<file path="config.mk">
export PLATFORM = sky130hd
export DESIGN_NAME = fetch_top
export DESIGN_NICKNAME = d
export VERILOG_FILES = /design/src/logic/fetch_pkg.sv /design/src/logic/branch_target_buffer.sv /design/src/logic/fetch_queue.sv /design/src/logic/fetch_top.sv /design/src/logic/imem_axil_reader.sv /design/src/logic/pc_gen.sv
export SDC_FILE = /design/constraint.sdc
export NUM_CORES = 1
export LEC_CHECK = 0
export BUFFER_PORTS_ARGS = -buffer_cell sky130_fd_sc_hd__buf_4
export CORE_ASPECT_RATIO = 0.9
export CORE_MARGIN = 1.5
export CORE_UTILIZATION = 50
export CTS_BUF_LIST = sky130_fd_sc_hd__clkbuf_4
export DETAILED_ROUTE_END_ITERATION = 6
export PLACE_DENSITY = 0.72
export SLEW_MARGIN = 10
export SYNTH_ARGS = -nofsm -noshare
export SYNTH_HDL_FRONTEND = slang
export SYNTH_SLANG_ARGS = --single-unit
</file>
<file path="constraint.sdc">
create_clock -name clk -period 15.65 [get_ports clk]
set_clock_uncertainty 0.05 [all_clocks]
set_input_delay 1.565 -clock clk [delete_from_list [all_inputs] [get_ports clk]]
set_output_delay 1.565 -clock clk [all_outputs]
set_load 0.02 [all_outputs]
</file>
<file path="src/logic/fetch_pkg.sv">
package fetch_pkg;

    // fetch starts here after reset
    localparam logic [31:0] pc_reset = 32'h1c00_0000;

    localparam int addr_w      = 32;
    localparam int axil_data_w = 64;

    // one redirect request from a later stage
    typedef struct packed {
        logic              valid;
        logic [addr_w-1:0] target;
    } redirect_t;

    // training from execute
    typedef struct packed {
        logic              valid;
        logic [addr_w-1:0] pc;
        logic [addr_w-1:0] target;
        logic              taken;
    } btb_update_t;

    // lookup result, slot tells which half of the pair holds the branch
    typedef struct packed {
        logic              taken;
        logic              slot;
        logic [addr_w-1:0] target;
    } btb_pred_t;

    typedef struct packed {
        logic [addr_w-1:0] pc;
        logic              upper_only;
        logic              pred_taken;
        logic              pred_slot;
        logic [addr_w-1:0] pred_target;
        logic              epoch;
    } fetch_req_t;

    // slot 0 is the lower word of the pair
    typedef struct packed {
        logic [addr_w-1:0]      pc;
        logic [1:0]             slot_valid;
        logic [1:0][31:0]       insn;
        logic                   pred_taken;
        logic [addr_w-1:0]      pred_target;
        logic                   epoch;
    } fetch_pkt_t;

    typedef struct packed {
        logic [addr_w-1:0] araddr;
        logic [2:0]        arprot;
    } axil_ar_t;

    typedef struct packed {
        logic [axil_data_w-1:0] rdata;
        logic [1:0]             rresp;
    } axil_r_t;

endpackage

</file>
<file path="src/logic/branch_target_buffer.sv">
`timescale 1ns/100ps

module branch_target_buffer #(
    parameter int btb_entries = 16
) (
    input  logic                   clk,
    input  logic                   rstn,
    input  logic [31:0]            lookup_pc,
    output fetch_pkg::btb_pred_t   pred,
    input  fetch_pkg::btb_update_t upd
);
    import fetch_pkg::*;

    localparam int idx_w = $clog2(btb_entries);
    localparam int tag_w = addr_w - 3 - idx_w;

    typedef struct packed {
        logic [tag_w-1:0]  tag;
        logic              slot;
        logic              taken;
        logic [addr_w-1:0] target;
    } btb_entry_t;

    btb_entry_t             entries [btb_entries];
    logic [btb_entries-1:0] valid_q;
    logic [idx_w-1:0]       rd_idx;
    logic [idx_w-1:0]       wr_idx;
    btb_entry_t             rd_entry;
    btb_entry_t             wr_entry;
    logic                   tag_match;
    logic                   hit;

    // one entry per instruction pair
    assign rd_idx   = lookup_pc[3 +: idx_w];
    assign wr_idx   = upd.pc[3 +: idx_w];
    assign rd_entry = entries[rd_idx];

    assign tag_match = rd_entry.tag == lookup_pc[addr_w-1 -: tag_w];

    // a branch in slot 0 is skipped when fetch starts at the upper slot
    assign hit = valid_q[rd_idx] && tag_match && (rd_entry.slot || !lookup_pc[2]);

    always_comb begin
        pred.taken  = hit && rd_entry.taken;
        pred.slot   = rd_entry.slot;
        pred.target = rd_entry.target;
    end

    always_comb begin
        wr_entry.tag    = upd.pc[addr_w-1 -: tag_w];
        wr_entry.slot   = upd.pc[2];
        wr_entry.taken  = upd.taken;
        wr_entry.target = upd.target;
    end

    always_ff @(posedge clk) begin
        if (!rstn) begin
            valid_q <= '0;
        end else if (upd.valid) begin
            valid_q[wr_idx] <= 1'b1;
        end
    end

    // entry payload, guarded by valid_q
    always_ff @(posedge clk) begin
        if (upd.valid) begin
            entries[wr_idx] <= wr_entry;
        end
    end

endmodule

</file>
<file path="src/logic/fetch_queue.sv">
`timescale 1ns/100ps

module fetch_queue #(
    parameter int queue_depth = 4
) (
    input  logic                  clk,
    input  logic                  rstn,
    input  logic                  pkt_valid,
    input  fetch_pkg::fetch_pkt_t pkt,
    input  logic                  flush,
    input  logic                  cur_epoch,
    output logic                  drop,
    output logic                  deq,
    output logic                  out_valid,
    input  logic                  out_ready,
    output fetch_pkg::fetch_pkt_t out_pkt
);
    import fetch_pkg::*;

    localparam int ptr_w = $clog2(queue_depth);

    fetch_pkt_t       mem [queue_depth];
    logic [ptr_w-1:0] wr_ptr;
    logic [ptr_w-1:0] rd_ptr;
    logic [ptr_w:0]   count;
    logic             accept_in;
    logic             out_free;
    logic             load_mem;
    logic             bypass;
    logic             write_mem;

    // space is guaranteed by credits upstream, no full check
    assign accept_in = pkt_valid && !flush && (pkt.epoch == cur_epoch);
    assign drop      = pkt_valid && !accept_in;
    assign deq       = out_valid && out_ready;

    assign out_free  = !out_valid || out_ready;
    assign load_mem  = out_free && (count != '0);
    // empty storage, straight into the output register
    assign bypass    = out_free && (count == '0) && accept_in;
    assign write_mem = accept_in && !bypass;

    always_ff @(posedge clk) begin
        if (!rstn || flush) begin
            wr_ptr    <= '0;
            rd_ptr    <= '0;
            count     <= '0;
            out_valid <= 1'b0;
        end else begin
            wr_ptr    <= wr_ptr + ptr_w'(write_mem);
            rd_ptr    <= rd_ptr + ptr_w'(load_mem);
            count     <= count + (ptr_w + 1)'(write_mem) - (ptr_w + 1)'(load_mem);
            out_valid <= load_mem || bypass || (out_valid && !out_ready);
        end
    end

    always_ff @(posedge clk) begin
        if (write_mem) begin
            mem[wr_ptr] <= pkt;
        end
        if (load_mem) begin
            out_pkt <= mem[rd_ptr];
        end else if (bypass) begin
            out_pkt <= pkt;
        end
    end

endmodule

</file>
<file path="src/logic/fetch_top.sv">
`timescale 1ns/100ps

module fetch_top #(
    parameter int btb_entries = 16,
    parameter int queue_depth = 4
) (
    input  logic                   clk,
    input  logic                   rstn,
    input  fetch_pkg::redirect_t   redir_wb,
    input  fetch_pkg::redirect_t   redir_ex,
    input  fetch_pkg::redirect_t   redir_id,
    input  fetch_pkg::redirect_t   redir_priv,
    input  fetch_pkg::btb_update_t btb_upd,
    output logic                   arvalid,
    input  logic                   arready,
    output fetch_pkg::axil_ar_t    ar,
    input  logic                   rvalid,
    output logic                   rready,
    input  fetch_pkg::axil_r_t     r,
    output logic                   out_valid,
    input  logic                   out_ready,
    output fetch_pkg::fetch_pkt_t  out_pkt
);
    import fetch_pkg::*;

    btb_pred_t         pred;
    logic [addr_w-1:0] lookup_pc;
    logic              req_valid;
    logic              req_ready;
    fetch_req_t        req;
    logic              pkt_valid;
    fetch_pkt_t        pkt;
    logic              flush;
    logic              cur_epoch;
    logic              deq;
    logic              drop;

    pc_gen #(.queue_depth(queue_depth)) u_pc_gen (
        .clk(clk), .rstn(rstn),
        .redir_wb(redir_wb), .redir_ex(redir_ex),
        .redir_id(redir_id), .redir_priv(redir_priv),
        .pred(pred), .lookup_pc(lookup_pc),
        .req_valid(req_valid), .req(req), .req_ready(req_ready),
        .deq(deq), .drop(drop), .flush(flush), .cur_epoch(cur_epoch)
    );

    branch_target_buffer #(.btb_entries(btb_entries)) u_btb (
        .clk(clk), .rstn(rstn),
        .lookup_pc(lookup_pc), .pred(pred), .upd(btb_upd)
    );

    imem_axil_reader u_reader (
        .clk(clk), .rstn(rstn),
        .req_valid(req_valid), .req(req), .req_ready(req_ready),
        .arvalid(arvalid), .arready(arready), .ar(ar),
        .rvalid(rvalid), .rready(rready), .r(r),
        .pkt_valid(pkt_valid), .pkt(pkt)
    );

    fetch_queue #(.queue_depth(queue_depth)) u_queue (
        .clk(clk), .rstn(rstn),
        .pkt_valid(pkt_valid), .pkt(pkt),
        .flush(flush), .cur_epoch(cur_epoch),
        .drop(drop), .deq(deq),
        .out_valid(out_valid), .out_ready(out_ready), .out_pkt(out_pkt)
    );

endmodule

</file>
<file path="src/logic/imem_axil_reader.sv">
`timescale 1ns/100ps

module imem_axil_reader (
    input  logic                  clk,
    input  logic                  rstn,
    input  logic                  req_valid,
    input  fetch_pkg::fetch_req_t req,
    output logic                  req_ready,
    output logic                  arvalid,
    input  logic                  arready,
    output fetch_pkg::axil_ar_t   ar,
    input  logic                  rvalid,
    output logic                  rready,
    input  fetch_pkg::axil_r_t    r,
    output logic                  pkt_valid,
    output fetch_pkg::fetch_pkt_t pkt
);
    import fetch_pkg::*;

    typedef enum logic [1:0] {
        st_idle,
        st_addr,
        st_data
    } state_t;

    state_t     state;
    fetch_req_t req_q;

    // one read outstanding at most
    assign req_ready = state == st_idle;
    assign arvalid   = state == st_addr;
    assign rready    = state == st_data;
    assign pkt_valid = rready && rvalid;

    // instruction fetch, unprivileged
    assign ar.araddr = {req_q.pc[addr_w-1:3], 3'b000};
    assign ar.arprot = 3'b100;

    always_comb begin
        pkt.pc          = req_q.pc;
        pkt.insn[0]     = r.rdata[31:0];
        pkt.insn[1]     = r.rdata[63:32];
        pkt.slot_valid[0] = !req_q.upper_only;
        // taken branch in slot 0 kills slot 1
        pkt.slot_valid[1] = !(req_q.pred_taken && !req_q.pred_slot);
        pkt.pred_taken  = req_q.pred_taken;
        pkt.pred_target = req_q.pred_target;
        pkt.epoch       = req_q.epoch;
    end

    always_ff @(posedge clk) begin
        if (!rstn) begin
            state <= st_idle;
        end else begin
            case (state)
                st_idle: begin
                    if (req_valid) begin
                        state <= st_addr;
                    end
                end
                st_addr: begin
                    if (arready) begin
                        state <= st_data;
                    end
                end
                st_data: begin
                    // response code ignored
                    if (rvalid) begin
                        state <= st_idle;
                    end
                end
                default: state <= st_idle;
            endcase
        end
    end

    always_ff @(posedge clk) begin
        if (req_valid && req_ready) begin
            req_q <= req;
        end
    end

endmodule

</file>
<file path="src/logic/pc_gen.sv">
`timescale 1ns/100ps

module pc_gen #(
    parameter int queue_depth = 4
) (
    input  logic                  clk,
    input  logic                  rstn,
    input  fetch_pkg::redirect_t  redir_wb,
    input  fetch_pkg::redirect_t  redir_ex,
    input  fetch_pkg::redirect_t  redir_id,
    input  fetch_pkg::redirect_t  redir_priv,
    input  fetch_pkg::btb_pred_t  pred,
    output logic [31:0]           lookup_pc,
    output logic                  req_valid,
    output fetch_pkg::fetch_req_t req,
    input  logic                  req_ready,
    input  logic                  deq,
    input  logic                  drop,
    output logic                  flush,
    output logic                  cur_epoch
);
    import fetch_pkg::*;

    localparam int credit_w = $clog2(queue_depth) + 1;
    localparam logic [credit_w-1:0] credit_full = credit_w'(queue_depth);

    logic [addr_w-1:0]   pc;
    logic [addr_w-1:0]   pc_aligned;
    logic [addr_w-1:0]   pc_next;
    logic                epoch;
    logic                active;
    logic [credit_w-1:0] credits;
    logic                accept;
    redirect_t           redir_sel;

    // fixed priority, writeback first
    always_comb begin
        if (redir_wb.valid) begin
            redir_sel = redir_wb;
        end else if (redir_ex.valid) begin
            redir_sel = redir_ex;
        end else if (redir_id.valid) begin
            redir_sel = redir_id;
        end else begin
            redir_sel = redir_priv;
        end
    end

    assign flush     = redir_sel.valid;
    assign cur_epoch = epoch;
    assign lookup_pc = pc;

    // an upper-only fetch falls back to alignment here as well
    assign pc_aligned = {pc[addr_w-1:3], 3'b000};
    assign pc_next    = pred.taken ? pred.target : pc_aligned + 32'd8;

    // nothing new goes out in a flush cycle, it would carry the old epoch
    assign req_valid = active && (credits != '0) && !flush;
    assign accept    = req_valid && req_ready;

    always_comb begin
        req.pc          = pc;
        req.upper_only  = pc[2];
        req.pred_taken  = pred.taken;
        req.pred_slot   = pred.slot;
        req.pred_target = pred.target;
        req.epoch       = epoch;
    end

    always_ff @(posedge clk) begin
        if (!rstn) begin
            pc      <= pc_reset;
            epoch   <= 1'b0;
            active  <= 1'b0;
            credits <= credit_full;
        end else begin
            active <= 1'b1;
            if (flush) begin
                pc    <= redir_sel.target;
                epoch <= ~epoch;
                // a read still out will come back stale and return its credit on drop
                credits <= credit_full - credit_w'(!req_ready) + credit_w'(drop);
            end else begin
                if (accept) begin
                    pc <= pc_next;
                end
                credits <= credits - credit_w'(accept) + credit_w'(deq) + credit_w'(drop);
            end
        end
    end

endmodule

</file>
==> metrics.txt <==
Rows=127; CTS Buf Count=426; DP Wirelength=96970 µm; power per cell area=between 100 and 150 nW/µm²; async set-reset flop share out of synthesis=0%; design area=78030 µm²; vias per inst=5.766; drc violations=0; post-route setup slack=9.164 ns; TritonRoute pass-1 iters=5; area of the core=133800 µm²; vias in the first global route=35290; Placed Instances=5285; Seq/Total Area, Yosys=between 70% and 80%; relative slew slack=between 20% and 30%; multi-input gate area in the final layout=around 15000 µm²; H-tree depth=5; WP data required=16.77 ns; Resized cells post-CTS=0; Fmax=0.1542 GHz; Fin Setup TNS=0 ns; delay of the slowest cell on the worst path=0.85 ns; initial DRC count=3228; min-delay worst type=register to register; Vias=34820; P_leak=25.70 nW; Starting Density=50.59%; crit path capture type=register; Synth cell types=75; Max Transition Viols Final=0; Setup Viol. Count Final=0; critical path arrival=7.61 ns; worst slack, placed=a little over 9 ns; crit path launch type=register; wire length per cell=27.13 µm; # nets final=4186; first-pass GRT wire length=235500 µm; die area=around 140000 µm²; hold buffer count at CTS=0; Worst path slowest cell=buf_4; biggest area consumer among synthesized cells=edfxtp_1; Clock Latency Late Sink=1.34 ns; crit-path cells=buf_4, buf_4, buf_4, mux4_2, xnor2_1, nand2_1, or3b_1, nor4b_4, nand4_4, o32ai_2, nor3_1; clock root buffer=clkbuf_4; Tmin final=around 6.5 ns; RSZ-0062 raised after global routing=no; layout cell share with drive strength beyond 1=slightly above 40%; synth top area cells=edfxtp_1 (74%), mux4_2 (13%), mux2_2 (2.4%); Routed Antenna Nets=0; total grt overflow=0; cell area after synthesis=a little under 70000 µm²; Tcrit/Tclk final=slightly above 40%; Filler Cells Inserted=9856; register area=between 50000 and 60000 µm²; Tot GR Track Use=roughly a quarter; Util after Layout=58.32%; crit-path most repeated cell=buf_4; DRT Wirelength=163800 µm; Synth Register Bits=1738; Worst-path clk slew=0.07 ns; post-synth top area share=about three quarters; placer's final routability congestion estimate=roughly 0.86; initial antenna violation count=13; crit path max fanout=63; final hold violation count=0; CTS tree=built; synthesized instance count=3190; Non-Filler Instances=6039; Port Buffers=428; die span in y=352.1 µm; Max clock buf depth=4; Post-synth EDFFs=1671; area delta synth->final=15.28%; Slew @ Worst Pin=roughly 1.2 ns; setup bufs post-CTS=0; clock sinks=1738; critical path type=register to register; Post-Place Cell Area=72800 µm²; Die X=around 390 µm; maximum vdd drop=82.34 µV; run status=complete, no violations; Avg Cell Area, Syn=21.22 µm²; Max-Cap Viols=0; Main synth FF type=edfxtp_1; hold path start=u_pc_gen.lookup_pc[0]; Syn. warnings=0; pin count of the biggest net entering global routing=approximately 130; I/O Pins=439
## final cells by class
cell class / count / share of cell area [%]
timing repair buffer: 487 / 4.701
clock buffer: 618 / 5.946
antenna: 13 / 0.04169
inverter: 16 / 0.08017
clock inverter: 123 / 0.7216
multi-input combinational: 1238 / 19.56
sequential: 1738 / 66.05
tap: 1806 / 2.896
## where the power goes
part / internal [W] / switching (W)
logic: 0.000227 / 0.000307
clock network: 0.00185 / 0.00172
registers: 0.00515 / 0.0000485
total: 0.00723 / 0.00207
## cell families (layout without fill, tap and decap cells)
logic type               count (synthesis)  count (layout)  synth area share, %
XOR/XNOR                                53              53               0.6858
adder cells (fa/ha/maj)                 10              10               0.2181
AND/OR/NAND/NOR                        293             293                2.165
AO/OA/AOI/OAI                          218             218                2.050
other                                    2              19              0.01110
buffers and inverters                  218            1244                1.617
flip-flops                            1738            1738                76.11
multiplexers                           658             658                17.14
## per-layer routing
layer | GRT usage [%] | vias to the layer above | share of wire (%)
met5 | 0 | - | 0.050
met4 | 8.280 | 12 | 2.4
met3 | 6.833 | 219 | 9.7
met2 | 36.79 | 1647 | 48
met1 | 32.33 | 18000 | 40
li1 | - | 14940 | -
## critical path, delay by kind of cell (launching register included)
family	cells	cell delay [ns]
compound gates	1	0.43
xor+xnor	1	0.26
buf+inv	3	2.46
flops	1	0.80
mux	1	0.71
simple gates	5	1.45
## sequential cells by signal, summed over array words and instances, names as in the netlist, 3 cells and up, named ones only
| register | count |
|---|---|
| u_queue.count | 3 |
| u_reader.ar | 29 |
| u_queue.out_pkt | 132 |
| u_pc_gen.credits | 3 |
| u_btb.valid_q | 16 |
| u_reader.pkt | 37 |
| u_queue.mem | 528 |
| u_btb.entries | 944 |
| u_pc_gen.lookup_pc | 32 |
## cell usage in the layout, fill, tap and decap left out, types with 9 or more instances in the layout
master | Yosys | final
nor2_1 | 86 | 72
buf_4 | 47 | 486
clkinv_2 | 0 | 18
clkinv_1 | 1 | 97
diode_2 | 0 | 13
nor2_4 | 0 | 14
nand2_1 | 73 | 73
nand3_1 | 31 | 31
mux2i_1 | 126 | 126
o21ai_0 | 52 | 51
clkbuf_4 | 0 | 618
xor2_1 | 17 | 17
nand4_1 | 10 | 10
a22oi_1 | 12 | 12
nor3_1 | 13 | 9
o21a_1 | 20 | 20
dfxtp_1 | 67 | 61
o221ai_1 | 11 | 11
and3_1 | 15 | 14
a21oi_1 | 63 | 62
mux4_2 | 386 | 386
inv_1 | 14 | 13
edfxtp_1 | 1671 | 1671
mux2_2 | 144 | 144
nor2b_1 | 16 | 16
xnor2_1 | 36 | 36
## final timing paths
check | slack, ns | cells past startpoint | to
worst max register to register | 9.16 | 11 | u_pc_gen.lookup_pc[12]
worst min-delay path | 0.40 | 0 | u_reader.pkt[100]
worst min register to register | 0.40 | 0 | u_reader.pkt[100]
worst max-delay path | 9.16 | 11 | u_pc_gen.lookup_pc[12]
## per-stage QoR
stage | total power, W | hold WS (ns)
final | 0.009304 | 0.4029
after global routing | 0.009659 | 0.2880
after CTS | 0.009385 | 0.2821
after detailed placement | 0.005830 | 0.3800
after global placement | 0.005818 | 0.3746
after floorplan | 0.005580 | 0.3530
## cell usage after synthesis (all sizes together), types with 4 or more instances
master   instances
nor4             9
o221ai          11
nor2b           16
nor2            86
o21ai           59
or3              4
o22ai            8
xor2            17
o21a            20
edfxtp        1671
o2111ai          4
mux4           386
xnor2           36
ha               7
nand2           73
a21oi           63
o211ai           6
nor4b            4
buf            111
and3            15
a22oi           12
nand4           11
dfxtp           67
mux2i          127
nand2b           8
a221oi           8
mux2           145
nand3           31
nor3            14
and2             8
nand3b           4
inv             15
clkbuf          91
Note: power is estimated with default switching activity, not from simulation.
